File: src/include/mhq_consts.svh
/*
 * Sizing shared by the miss queue RTL and its testbench.
 * LINE_BEATS, OFFSET_WIDTH and MHQ_TAG_WIDTH are derived by hand and must
 * stay consistent with LINE_SIZE, WORD_SIZE and MHQ_DEPTH.
 */
`ifndef MHQ_CONSTS_SVH
`define MHQ_CONSTS_SVH

// Byte address width of the memory bus
`define ADDR_WIDTH      32

// Bus word and cache line sizes in bytes
`define WORD_SIZE       4
`define LINE_SIZE       16
`define LINE_BEATS      4
`define OFFSET_WIDTH    4

// Miss queue depth and the width of an entry index
`define MHQ_DEPTH       4
`define MHQ_TAG_WIDTH   2

`endif

File: src/design/mhq_pkg.sv
/*
 * Types shared by the miss subsystem. Widths come from the constants header.
 */
`default_nettype none

`include "mhq_consts.svh"

package mhq_pkg;

    typedef logic [`ADDR_WIDTH-1:0]    addr_t;
    typedef logic [8*`WORD_SIZE-1:0]   data_t;
    typedef logic [8*`LINE_SIZE-1:0]   line_t;
    typedef logic [`WORD_SIZE-1:0]     byte_sel_t;
    typedef logic [`MHQ_TAG_WIDTH-1:0] mhq_tag_t;

    // One load or store miss presented to the queue
    typedef struct packed {
        logic      en;
        logic      we;
        addr_t     addr;
        data_t     data;
        byte_sel_t byte_sel;
    } enq_req_t;

    // Completed line with the store bytes already merged in
    typedef struct packed {
        logic     valid;
        mhq_tag_t tag;
        logic     dirty;
        addr_t    addr;
        line_t    data;
    } fill_t;

    // Wishbone classic master outputs
    typedef struct packed {
        logic      cyc;
        logic      stb;
        logic      we;
        addr_t     adr;
        data_t     dat;
        byte_sel_t sel;
    } wb_req_t;

    // Wishbone classic slave outputs
    typedef struct packed {
        logic  ack;
        data_t dat;
    } wb_rsp_t;

endpackage

`default_nettype wire

File: src/design/miss_handling_queue.sv
/*
 * Miss queue keyed by cache line address. A store must not cross a line
 * boundary, bytes past the end of the line are dropped. A flush also drops
 * an enqueue presented in the same cycle.
 */
`timescale 1ns/10ps
`default_nettype none

`include "mhq_consts.svh"

module miss_handling_queue (
    input  logic              clk,
    input  logic              n_rst,
    input  logic              i_flush,
    input  mhq_pkg::enq_req_t i_enq,
    output mhq_pkg::mhq_tag_t o_enq_tag,
    output logic              o_full,
    output logic              o_fetch_en,
    output mhq_pkg::addr_t    o_fetch_addr,
    input  logic              i_fetch_done,
    input  mhq_pkg::line_t    i_fetch_data,
    output mhq_pkg::fill_t    o_fill
);

    typedef logic [`ADDR_WIDTH-`OFFSET_WIDTH-1:0] line_addr_t;
    typedef logic [`LINE_SIZE-1:0]                line_mask_t;
    typedef logic [`MHQ_TAG_WIDTH:0]              ptr_t;

    logic [`MHQ_DEPTH-1:0]    ent_valid;
    logic [`MHQ_DEPTH-1:0]    ent_dirty;
    line_addr_t               ent_addr [`MHQ_DEPTH];
    mhq_pkg::line_t           ent_data [`MHQ_DEPTH];
    line_mask_t               ent_mask [`MHQ_DEPTH];

    ptr_t                     head;
    ptr_t                     tail;
    mhq_pkg::mhq_tag_t        head_idx;
    mhq_pkg::mhq_tag_t        tail_idx;
    mhq_pkg::mhq_tag_t        match_idx;
    logic [`MHQ_DEPTH-1:0]    match;
    logic [`MHQ_DEPTH-1:0]    enq_sel;
    logic                     full;
    logic                     hit;
    logic                     merging;
    logic                     allocating;
    line_addr_t               enq_line;
    logic [`OFFSET_WIDTH-1:0] enq_offset;
    line_mask_t               enq_mask;
    mhq_pkg::line_t           enq_data;

    assign head_idx = head[`MHQ_TAG_WIDTH-1:0];
    assign tail_idx = tail[`MHQ_TAG_WIDTH-1:0];

    // Full when the pointers share an index but differ in the wrap bit
    assign full = ({~tail[`MHQ_TAG_WIDTH], tail_idx} == head);

    assign enq_line   = i_enq.addr[`ADDR_WIDTH-1:`OFFSET_WIDTH];
    assign enq_offset = i_enq.addr[`OFFSET_WIDTH-1:0];

    // Store bytes and their mask moved to their place in the line
    assign enq_mask = {{(`LINE_SIZE-`WORD_SIZE){1'b0}}, i_enq.byte_sel} << enq_offset;
    assign enq_data = {{(8*(`LINE_SIZE-`WORD_SIZE)){1'b0}}, i_enq.data} << {enq_offset, 3'b000};

    // The head entry stops taking merges in its fill cycle, since its fill is already built
    always_comb begin
        match     = '0;
        match_idx = '0;
        for (int i = 0; i < `MHQ_DEPTH; i++) begin
            if (ent_valid[i] && (ent_addr[i] == enq_line) &&
                !(i_fetch_done && (mhq_pkg::mhq_tag_t'(i) == head_idx))) begin
                match[i]  = 1'b1;
                match_idx = mhq_pkg::mhq_tag_t'(i);
            end
        end
    end

    assign hit        = |match;
    assign merging    = i_enq.en && hit && !i_flush;
    assign allocating = i_enq.en && !hit && !full && !i_flush;
    assign enq_sel    = merging ? match : ({{(`MHQ_DEPTH-1){1'b0}}, allocating} << tail_idx);

    assign o_enq_tag    = hit ? match_idx : tail_idx;
    assign o_full       = full;
    assign o_fetch_en   = ent_valid[head_idx];
    assign o_fetch_addr = {ent_addr[head_idx], {`OFFSET_WIDTH{1'b0}}};

    // Memory bytes fill every position that no store has touched
    always_comb begin
        o_fill.valid = i_fetch_done;
        o_fill.tag   = head_idx;
        o_fill.dirty = ent_dirty[head_idx];
        o_fill.addr  = {ent_addr[head_idx], {`OFFSET_WIDTH{1'b0}}};
        for (int j = 0; j < `LINE_SIZE; j++) begin
            o_fill.data[j*8 +: 8] = ent_mask[head_idx][j] ? ent_data[head_idx][j*8 +: 8]
                                                          : i_fetch_data[j*8 +: 8];
        end
    end

    // Flush clears all but the head, a fill retires the head
    always_ff @(posedge clk or negedge n_rst) begin
        if (!n_rst) begin
            ent_valid <= '0;
        end else begin
            for (int i = 0; i < `MHQ_DEPTH; i++) begin
                if (i_flush && (mhq_pkg::mhq_tag_t'(i) != head_idx)) begin
                    ent_valid[i] <= 1'b0;
                end else if (i_fetch_done && (mhq_pkg::mhq_tag_t'(i) == head_idx)) begin
                    ent_valid[i] <= 1'b0;
                end else if (allocating && enq_sel[i]) begin
                    ent_valid[i] <= 1'b1;
                end
            end
        end
    end

    // A new entry starts clean, a merge accumulates dirty state and store bytes
    always_ff @(posedge clk) begin
        for (int i = 0; i < `MHQ_DEPTH; i++) begin
            if (enq_sel[i]) begin
                ent_addr[i]  <= enq_line;
                ent_dirty[i] <= i_enq.we | (merging & ent_dirty[i]);
                ent_mask[i]  <= (i_enq.we ? enq_mask : '0) | (merging ? ent_mask[i] : '0);
                for (int j = 0; j < `LINE_SIZE; j++) begin
                    if (i_enq.we && enq_mask[j]) begin
                        ent_data[i][j*8 +: 8] <= enq_data[j*8 +: 8];
                    end
                end
            end
        end
    end

    always_ff @(posedge clk or negedge n_rst) begin
        if (!n_rst) begin
            head <= '0;
            tail <= '0;
        end else begin
            if (i_fetch_done) begin
                head <= head + 1'b1;
            end
            // After a flush only the head can remain queued
            if (i_flush) begin
                tail <= ent_valid[head_idx] ? head + 1'b1 : head;
            end else if (allocating) begin
                tail <= tail + 1'b1;
            end
        end
    end

    a_alloc_free: assert property (@(posedge clk) disable iff (!n_rst)
        allocating |-> !ent_valid[tail_idx])
        else $error("MHQ allocated over a live entry");

    a_done_req: assert property (@(posedge clk) disable iff (!n_rst)
        i_fetch_done |-> o_fetch_en)
        else $error("Fetch done without a pending fetch request");

endmodule

`default_nettype wire

File: src/design/line_fetcher.sv
/*
 * Reads one cache line as LINE_BEATS Wishbone classic read beats.
 * A fetch starts only while the writeback engine is idle.
 */
`timescale 1ns/10ps
`default_nettype none

`include "mhq_consts.svh"

module line_fetcher (
    input  logic             clk,
    input  logic             n_rst,
    input  logic             i_fetch_en,
    input  mhq_pkg::addr_t   i_fetch_addr,
    input  logic             i_writer_busy,
    output logic             o_done,
    output mhq_pkg::line_t   o_data,
    output mhq_pkg::wb_req_t o_wb,
    input  mhq_pkg::wb_rsp_t i_wb
);

    localparam int WORD_BITS = $clog2(`WORD_SIZE);
    localparam int BEAT_BITS = $clog2(`LINE_BEATS);

    typedef enum logic [1:0] {
        FETCH_IDLE,
        FETCH_READ,
        FETCH_DONE
    } fetch_state_t;

    fetch_state_t                         state;
    logic [BEAT_BITS-1:0]                 beat;
    logic [`ADDR_WIDTH-`OFFSET_WIDTH-1:0] line_addr;
    mhq_pkg::line_t                       line_q;

    always_ff @(posedge clk or negedge n_rst) begin
        if (!n_rst) begin
            state <= FETCH_IDLE;
            beat  <= '0;
        end else begin
            case (state)
                FETCH_IDLE: begin
                    if (i_fetch_en && !i_writer_busy) begin
                        state <= FETCH_READ;
                    end
                end
                FETCH_READ: begin
                    if (i_wb.ack) begin
                        beat <= beat + 1'b1;
                        if (beat == BEAT_BITS'(`LINE_BEATS - 1)) begin
                            state <= FETCH_DONE;
                        end
                    end
                end
                default: state <= FETCH_IDLE;
            endcase
        end
    end

    // Words arrive lowest first and are shifted in from the top
    always_ff @(posedge clk) begin
        if ((state == FETCH_IDLE) && i_fetch_en && !i_writer_busy) begin
            line_addr <= i_fetch_addr[`ADDR_WIDTH-1:`OFFSET_WIDTH];
        end
        if ((state == FETCH_READ) && i_wb.ack) begin
            line_q <= {i_wb.dat, line_q[8*`LINE_SIZE-1:8*`WORD_SIZE]};
        end
    end

    assign o_wb.cyc = (state == FETCH_READ);
    assign o_wb.stb = (state == FETCH_READ);
    assign o_wb.we  = 1'b0;
    assign o_wb.adr = {line_addr, beat, {WORD_BITS{1'b0}}};
    assign o_wb.dat = '0;
    assign o_wb.sel = '1;
    assign o_done   = (state == FETCH_DONE);
    assign o_data   = line_q;

endmodule

`default_nettype wire

File: src/design/line_writeback.sv
/*
 * Writes each dirty fill back to memory as LINE_BEATS full-word writes.
 * Only one line is held, so dirty fills must be spaced by a full writeback.
 */
`timescale 1ns/10ps
`default_nettype none

`include "mhq_consts.svh"

module line_writeback (
    input  logic             clk,
    input  logic             n_rst,
    input  mhq_pkg::fill_t   i_fill,
    output logic             o_busy,
    output mhq_pkg::wb_req_t o_wb,
    input  mhq_pkg::wb_rsp_t i_wb
);

    localparam int WORD_BITS = $clog2(`WORD_SIZE);
    localparam int BEAT_BITS = $clog2(`LINE_BEATS);

    logic                                 busy;
    logic                                 capture;
    logic [BEAT_BITS-1:0]                 beat;
    logic [`ADDR_WIDTH-`OFFSET_WIDTH-1:0] line_addr;
    mhq_pkg::line_t                       line_q;

    assign capture = i_fill.valid && i_fill.dirty && !busy;

    always_ff @(posedge clk or negedge n_rst) begin
        if (!n_rst) begin
            busy <= 1'b0;
            beat <= '0;
        end else if (capture) begin
            busy <= 1'b1;
        end else if (busy && i_wb.ack) begin
            beat <= beat + 1'b1;
            if (beat == BEAT_BITS'(`LINE_BEATS - 1)) begin
                busy <= 1'b0;
            end
        end
    end

    // The current word always sits at the bottom of the line register
    always_ff @(posedge clk) begin
        if (capture) begin
            line_addr <= i_fill.addr[`ADDR_WIDTH-1:`OFFSET_WIDTH];
            line_q    <= i_fill.data;
        end else if (busy && i_wb.ack) begin
            line_q <= line_q >> (8*`WORD_SIZE);
        end
    end

    assign o_wb.cyc = busy;
    assign o_wb.stb = busy;
    assign o_wb.we  = 1'b1;
    assign o_wb.adr = {line_addr, beat, {WORD_BITS{1'b0}}};
    assign o_wb.dat = line_q[8*`WORD_SIZE-1:0];
    assign o_wb.sel = '1;
    assign o_busy   = busy;

    a_no_overlap: assert property (@(posedge clk) disable iff (!n_rst)
        (i_fill.valid && i_fill.dirty) |-> !busy)
        else $error("Dirty fill arrived during a writeback");

endmodule

`default_nettype wire

File: src/design/wb_arbiter.sv
/*
 * Two-master Wishbone classic arbiter. Ownership changes only when the
 * current owner has dropped cyc, and the writeback master wins a tie.
 */
`timescale 1ns/10ps
`default_nettype none

module wb_arbiter (
    input  logic             clk,
    input  logic             n_rst,
    input  mhq_pkg::wb_req_t i_req_fetch,
    input  mhq_pkg::wb_req_t i_req_wb,
    output mhq_pkg::wb_rsp_t o_rsp_fetch,
    output mhq_pkg::wb_rsp_t o_rsp_wb,
    output mhq_pkg::wb_req_t o_bus,
    input  mhq_pkg::wb_rsp_t i_bus
);

    logic owner_wb;
    logic owner_cyc;
    logic grant_wb;

    assign owner_cyc = owner_wb ? i_req_wb.cyc : i_req_fetch.cyc;

    // Keep the owner through its cycle, otherwise pick afresh
    assign grant_wb = owner_cyc ? owner_wb : i_req_wb.cyc;

    always_ff @(posedge clk or negedge n_rst) begin
        if (!n_rst) begin
            owner_wb <= 1'b0;
        end else begin
            owner_wb <= grant_wb;
        end
    end

    assign o_bus = grant_wb ? i_req_wb : i_req_fetch;

    assign o_rsp_fetch.ack = i_bus.ack && !grant_wb;
    assign o_rsp_fetch.dat = i_bus.dat;
    assign o_rsp_wb.ack    = i_bus.ack && grant_wb;
    assign o_rsp_wb.dat    = i_bus.dat;

    // The slave may only acknowledge the strobe of the master that owns the bus
    a_ack_owner: assert property (@(posedge clk) disable iff (!n_rst)
        i_bus.ack |-> (grant_wb ? i_req_wb.stb : i_req_fetch.stb))
        else $error("Bus ack without a strobe from the owner");

endmodule

`default_nettype wire

File: src/design/mhq_subsystem.sv
/*
 * Miss subsystem top. One external Wishbone classic master port is shared
 * by the line fetcher and the writeback engine.
 */
`timescale 1ns/10ps
`default_nettype none

module mhq_subsystem (
    input  logic              clk,
    input  logic              n_rst,
    input  logic              i_flush,
    input  mhq_pkg::enq_req_t i_enq,
    output mhq_pkg::mhq_tag_t o_enq_tag,
    output logic              o_full,
    output mhq_pkg::fill_t    o_fill,
    output mhq_pkg::wb_req_t  o_bus,
    input  mhq_pkg::wb_rsp_t  i_bus
);

    logic             fetch_en;
    mhq_pkg::addr_t   fetch_addr;
    logic             fetch_done;
    mhq_pkg::line_t   fetch_data;
    logic             writer_busy;
    mhq_pkg::wb_req_t fetch_req;
    mhq_pkg::wb_rsp_t fetch_rsp;
    mhq_pkg::wb_req_t wb_req;
    mhq_pkg::wb_rsp_t wb_rsp;

    miss_handling_queue mhq_i (
        .clk          (clk),
        .n_rst        (n_rst),
        .i_flush      (i_flush),
        .i_enq        (i_enq),
        .o_enq_tag    (o_enq_tag),
        .o_full       (o_full),
        .o_fetch_en   (fetch_en),
        .o_fetch_addr (fetch_addr),
        .i_fetch_done (fetch_done),
        .i_fetch_data (fetch_data),
        .o_fill       (o_fill)
    );

    line_fetcher fetcher_i (
        .clk           (clk),
        .n_rst         (n_rst),
        .i_fetch_en    (fetch_en),
        .i_fetch_addr  (fetch_addr),
        .i_writer_busy (writer_busy),
        .o_done        (fetch_done),
        .o_data        (fetch_data),
        .o_wb          (fetch_req),
        .i_wb          (fetch_rsp)
    );

    // Sees every fill and writes back only the dirty ones
    line_writeback writeback_i (
        .clk    (clk),
        .n_rst  (n_rst),
        .i_fill (o_fill),
        .o_busy (writer_busy),
        .o_wb   (wb_req),
        .i_wb   (wb_rsp)
    );

    wb_arbiter arbiter_i (
        .clk         (clk),
        .n_rst       (n_rst),
        .i_req_fetch (fetch_req),
        .i_req_wb    (wb_req),
        .o_rsp_fetch (fetch_rsp),
        .o_rsp_wb    (wb_rsp),
        .o_bus       (o_bus),
        .i_bus       (i_bus)
    );

endmodule

`default_nettype wire

File: config.mk
export PLATFORM = sky130hd
export DESIGN_NAME = mhq_subsystem
export DESIGN_NICKNAME = d
export VERILOG_FILES = /design/src/design/mhq_pkg.sv /design/src/design/miss_handling_queue.sv /design/src/design/line_fetcher.sv /design/src/design/line_writeback.sv /design/src/design/wb_arbiter.sv /design/src/design/mhq_subsystem.sv
export VERILOG_INCLUDE_DIRS = /design/src /design/src/include
export SDC_FILE = /design/constraint.sdc
export NUM_CORES = 1
export LEC_CHECK = 0
export BUFFER_PORTS_ARGS = -buffer_cell sky130_fd_sc_hd__buf_2
export CAP_MARGIN = 15
export CORE_MARGIN = 4
export CORE_UTILIZATION = 60
export CTS_CLUSTER_SIZE = 30
export DETAILED_ROUTE_END_ITERATION = 8
export PLACE_DENSITY = 0.85
export SLEW_MARGIN = 20
export SYNTH_ARGS = -nofsm -noshare
export SYNTH_HDL_FRONTEND = slang
export SYNTH_SLANG_ARGS = --single-unit
File: constraint.sdc
create_clock -name clk -period 14.61 [get_ports clk]
set_clock_uncertainty 0.15 [all_clocks]
set_input_delay 4.383 -clock clk [delete_from_list [all_inputs] [get_ports clk]]
set_output_delay 4.383 -clock clk [all_outputs]
set_load 0.02 [all_outputs]
[Word level (Yosys, flattened, before mapping)]
Memory sizes are Yosys's and may differ from the RTL's.
Cells that the tools add are included.
Storage, ports and cells
  register bits after elaboration: 334
  RAM bits: 688
  input port bits: 106
  output and inout bits: 238
  logic and storage cells: 349
  memories: 3
Memory list
  mhq_i.ent_data: words 4, bits a word 128, read ports 1, clocked after Yosys merged registers in 0, wr ports 4, RTL line miss_handling_queue.sv:32  | mhq_pkg::line_t ent_data [`MHQ_DEPTH];
  mhq_i.ent_addr: words 4, bits a word 28, read ports 5, clocked after Yosys merged registers in 0, wr ports 4, RTL line miss_handling_queue.sv:31  | line_addr_t ent_addr [`MHQ_DEPTH];
  mhq_i.ent_mask: words 4, bits a word 16, read ports 5, clocked after Yosys merged registers in 0, wr ports 4, RTL line miss_handling_queue.sv:33  | line_mask_t ent_mask [`MHQ_DEPTH];
Operators by class
  $add $sub $neg: 4
  $lt $le $gt $ge: 1
  equal/unequal tests: 18
  shift-type cells: 3
  multiplexer cells: 213
  bitwise logic cells: 14
  reductions and logical operators: 74
Operator list (number)
  2-to-1 mux 128 bit: 2
  2-to-1 mux 1 bit: 176
  2-to-1 mux 8 bit: 16
  << shifter 32 x 7 -> 128 bit: 1
  == test 28 bit: 4
  2-to-1 mux 16 bit: 5
  2-to-1 mux 71 bit: 1
  bitwise OR 16 bit: 4
  logical AND 1 bit: 50
  << shifter 4 x 4 -> 16 bit: 1
  2-to-1 mux 2 bit: 6
  nonzero test 3 bit: 4
  zero test 1 bit: 9
  2-to-1 mux 3 bit: 3
  nonzero test 2 bit: 4
  adder 3 x 1 -> 3 bit, second input constant: 2
  == test 2 bit, second input constant: 3
  AND reduction 2 bit: 3
  adder 2 x 1 -> 2 bit, second input constant: 2
  bitwise AND 1 bit: 4
  binary-select mux 1 bit (select 2 bit): 2
  == test 2 bit, first input constant: 2
  zero test 2 bit: 2
  2-to-1 mux 4 bit: 1
  14 further kinds: 20

[Longest topological paths before layout]
  depth after elaboration: 16
  mapped depth: 14
  depth with buffers taken out: 8

[Modules after synthesis]
Synthesis repeated with hierarchy kept, for this count alone.
Unflattened totals
  cell total of the unflattened synthesis: 2531
  area total of the unflattened synthesis: 44706.6 sq um
Modules (own cells, without submodules)
  miss_handling_queue: instances 1, cells each 1816, area each 31471.4 sq um, seq. area each 21030.2 sq um
  line_writeback: instances 1, cells each 353, area each 6638.9 sq um, seq. area each 4759.6 sq um
  line_fetcher: instances 1, cells each 214, area each 5192.5 sq um, seq. area each 4784.6 sq um
  wb_arbiter: instances 1, cells each 148, area each 1403.8 sq um, seq. area each 25.0 sq um

[Worst setup path before layout]
No wires, ideal clock.
  kind: input -> register
  start: input port i_bus[32] (netlist bit)
  end: register fetcher_i.beat[1]
  data arrival time: 10.703 ns
  required time: 14.367 ns
  path slack: 3.664 ns
  cell stages on the path: 3
  path buffers: 0
  path through: nand2_1 -> nor2_1 -> mux2_2
On the way
  longest elaborated chain between the ends: 2
Ends and longest elaborated chain
  start, declared: RTL line mhq_subsystem.sv:17  | input mhq_pkg::wb_rsp_t i_bus
  logical AND 1 bit: RTL line wb_arbiter.sv:38  | assign o_rsp_fetch.ack = i_bus.ack && !grant_wb;
  AND reduction 2 bit (no source line)
  end signal, assigned: RTL line line_fetcher.sv:49  | beat <= beat + 1'b1;
  end, declared: RTL line line_fetcher.sv:32  | logic [BEAT_BITS-1:0] beat;
Every way passes these cells.
A chain may end at the register's enable or synchronous reset.

[Final worst setup path]
  start: input port i_enq[65] (netlist bit)
  end: output port o_enq_tag[1]
On the way
  longest elaborated chain between the ends: 6
  elaborated cells on any way between the ends: 20
  those cells by class: eq/ne (4); mux (7); reduce/logical (9)
Ends and longest elaborated chain
  start, declared: RTL line mhq_subsystem.sv:12  | input mhq_pkg::enq_req_t i_enq,
  == test 28 bit: RTL line miss_handling_queue.sv:69  | if (ent_valid[i] && (ent_addr[i] == enq_line) &&
  logical AND 1 bit (2 in a row): RTL line miss_handling_queue.sv:69
  2-to-1 mux 1 bit / 2-to-1 mux 2 bit (equally long branches): RTL line miss_handling_queue.sv:69
  OR reduction 4 bit / 2-to-1 mux 2 bit (equally long branches): RTL line miss_handling_queue.sv:77, miss_handling_queue.sv:69
  2-to-1 mux 2 bit (*): RTL line miss_handling_queue.sv:82  | assign o_enq_tag = hit ? match_idx : tail_idx;
  end, declared: RTL line mhq_subsystem.sv:13  | output mhq_pkg::mhq_tag_t o_enq_tag,
Mark *: on every way between the ends. The rest lies on a longest branch, timed or not.

==> results.toml <==
[job]
maxCapViolCount = 0

[global_route]
grt.total_usage = 0.301
grt_start_max_net_pins = 181
antenna_found_initial = 15
met1_usage = 0.394
top_usage_layer = "met2"
grt_pass1_vias = 25100
grt_pass1_wl_um = 167000
gr-total-overflow = 0
use_met2 = 0.484
grt_util_met3 = 0.0874

[worst_setup_path]
end_kind = "output pin"
crit_required_ns = 10.08
worstPathArrival_ns = 6.56
startpoint_type = "input pin"
reg2reg_slack_ns = 9.16
crit_type = "input pin to output pin"
crit_fanout = 8

[power]
cellPowerDensity_nw_per_um2 = 182
p_clk_frac = 0.281
peakVddDrop_v = 0.000152
sw_frac_of_total = 0.327
comb_power_share = 0.294
p_int_mw = 5.97
p_seq_frac = 0.424
power.switching_mw = 2.90
cellLeakagePower_nw = 16.8

[timing]
fin_setup_tns_ns = 0
tightest_slew_ns = 1.20
setup_slack_ns = 3.51
maxSlewViolCount = 0
rsz0062_at_grt = "no"
final_hold_viol_count = 0
period_share = 0.759
relSlewSlack = 0.202
final-setup-viol-count = 0
fin_crit_ns = 11.10
max_freq_ghz = 0.0901

[synthesis]
synth_seq_cells = 1022
ys_seq_area_frac = 0.712
yosys_warnings = 0
synth_edf_count = 1004
yosys.area.top_type_share = 0.702
synth.avg_cell_area_um2 = 17.2
syn_area_um2 = 43000
synthArstFlopShare = 0.0176
netlist_top_cells_area = "edfxtp_1 (70%), mux4_2 (9.1%), mux2_2 (6.0%), nand2_1 (2.7%), xnor2_1 (1.9%)"
synth-main-ff-cell = "edfxtp_1"
synth_cell_types = 50
yosysTopAreaCell = "edfxtp_1"
syn_inst = 2504

[floorplanning]
initial_core_util = 0.609
coreArea_um2 = 70500
fp.dieW_um = 276
fp.dieH_um = 276
ios = 344
core.rowCount = 97
die_area_um2 = 75900

[final_layout]
drive_gt1_frac = 0.329
fillers = 4258
layout_commonest_cell = "edfxtp_1"
area_growth_pct = 13.4
fin_util = 0.691
final_cell_mix = "edfxtp_1 (1004), buf_2 (333), nand2_1 (307)"
layout.nets = 2912

[clock_tree]
h-tree-depth = 3
cts_tree = "built"
clkSinkCount = 1022
cts_buffers = 98
path_clk_slew_ns = 0.06
cts_setup_buffers = 0
clk_path_buf_depth = 3
clock_latency_ns = 0.66
cts_root_buffer = "clkbuf_16"
ctsHoldBuffers = 0
cts_resized = 0

[status]
status = "finished, final reports clean"

[placement]
hpwlAfterDp_um = 75700
numPortBuffers = 333
dp_slack_ns = 3.47
routabilityCongestion = 0.955

[routing]
drt-initial-drc-count = 3591
via_count = 24600
wl_um = 114000
antenna_left = 0
routed_via_density = 6.45
dr.pass1.iters = 7
drc = 0
avgRoutedWirePerCell_um = 29.9

[worst_hold_path]
holdCritPathClass = "register to register"
## final timing paths
path | start | depth (start not counted) | endpoint
worst min-delay path | fetcher_i.o_data[89] | 0 | fetcher_i.o_data[57]
worst min register to register | fetcher_i.o_data[89] | 0 | fetcher_i.o_data[57]
worst max register to register | mhq_i.head[0] | 9 | mhq_i.ent_mask[1][8]
max in group asynchronous | n_rst | 1 | mhq_i.head[0]
worst max-delay path | i_enq[65] | 9 | o_enq_tag[1]
min in group asynchronous | n_rst | 1 | mhq_i.tail[1]
## logic make-up (layout without fill, tap and decap cells)
family,after synthesis,in the layout,synth area share
AND/OR/NAND/NOR,606,606,0.0655
multiplexers,431,431,0.157
buffers and inverters,185,549,0.0189
AO/OA/AOI/OAI,131,131,0.0192
other,2,16,0.000175
flip-flops,1022,1022,0.712
XOR/XNOR,120,120,0.0245
adder cells (fa/ha/maj),7,7,0.00204
## Yosys cell counts (2+ instances only)
| library cell | n |
|---|---|
| and4_1 | 2 |
| buf_4 | 18 |
| ha_1 | 7 |
| nor2_1 | 69 |
| o21ai_0 | 33 |
| nand3_1 | 8 |
| or2_2 | 4 |
| nand2b_1 | 5 |
| nor2b_1 | 61 |
| dfrtp_1 | 18 |
| a21o_1 | 4 |
| buf_1 | 18 |
| and3_1 | 9 |
| inv_1 | 12 |
| buf_2 | 29 |
| and2_1 | 62 |
| a2bb2oi_1 | 8 |
| a21oi_1 | 35 |
| buf_6 | 2 |
| nor4_1 | 9 |
| o21a_1 | 2 |
| mux2i_1 | 31 |
| conb_1 | 2 |
| a31oi_1 | 4 |
| a22o_1 | 10 |
| xnor2_1 | 94 |
| a22oi_1 | 8 |
| clkbuf_1 | 106 |
| nand3b_1 | 3 |
| or4_1 | 3 |
| o22ai_1 | 18 |
| edfxtp_1 | 1004 |
| nand2_1 | 310 |
| mux4_2 | 173 |
| xor2_1 | 26 |
| nor3_1 | 34 |
| mux2_2 | 227 |
| nand4_1 | 24 |
## power by group through the flow
stage,clock network [mW],registers (mW),logic [mW]
2_1_floorplan,0,3.76,1.73
3_3_place_gp,0,3.82,2.51
3_5_place_dp,0,3.84,2.55
4_1_cts,2.51,3.78,2.58
5_1_grt,2.64,3.78,2.74
6_report,2.49,3.76,2.61
## layout make-up
cell class	count	area, µm²	area share
multi-input cells	1305	11800	0.242
repair buffers	360	1930	0.0396
clock inverters	57	556	0.0114
flip-flops and latches	1022	30600	0.628
diodes	6	15.0	0.000308
well taps	940	1180	0.0242
inverters	12	45.0	0.000925
clock buffers	120	2590	0.0531
## worst max-delay path, cell delays in order
cell and delay [ns]:
buf_2 0.21, xnor2_1 0.15, nand4_1 0.14, nor4_1 0.52, nand4_1 0.38, and2_1 0.37, nand2_1 0.10, nand2_1 0.11
buf_2 0.19
## metrics by stage
step | total power, mW | instance area (µm²) | instances | hold WS [ns]
floorplan | 5.49 | 43000 | 2512 | 0.272
global placement | 6.33 | 45400 | 3638 | 0.276
detailed placement | 6.39 | 45500 | 3638 | 0.280
CTS | 8.87 | 48600 | 3815 | 0.295
global route | 9.16 | 48700 | 3816 | 0.306
finish | 8.87 | 48700 | 3822 | 0.291
## flip-flops by register name, indices dropped and copies added (netlist names)
register,cells
arbiter_i.owner_wb,1
fetcher_i.beat,2
fetcher_i.line_addr,28
fetcher_i.o_data,128
fetcher_i.state,2
mhq_i.ent_addr,112
mhq_i.ent_data,512
mhq_i.ent_dirty,4
mhq_i.ent_mask,64
mhq_i.ent_valid,4
mhq_i.head,3
mhq_i.tail,3
writeback_i.beat,2
writeback_i.line_addr,28
writeback_i.line_q,128
writeback_i.o_busy,1
## layer usage
metal | up-vias | wire [µm]
met4 | 18 | 4990
met2 | 1809 | 54800
met5 | - | 106
met3 | 335 | 14500
met1 | 12300 | 39800
li1 | 10200 | -
Note: power is estimated with default switching activity, not from simulation.
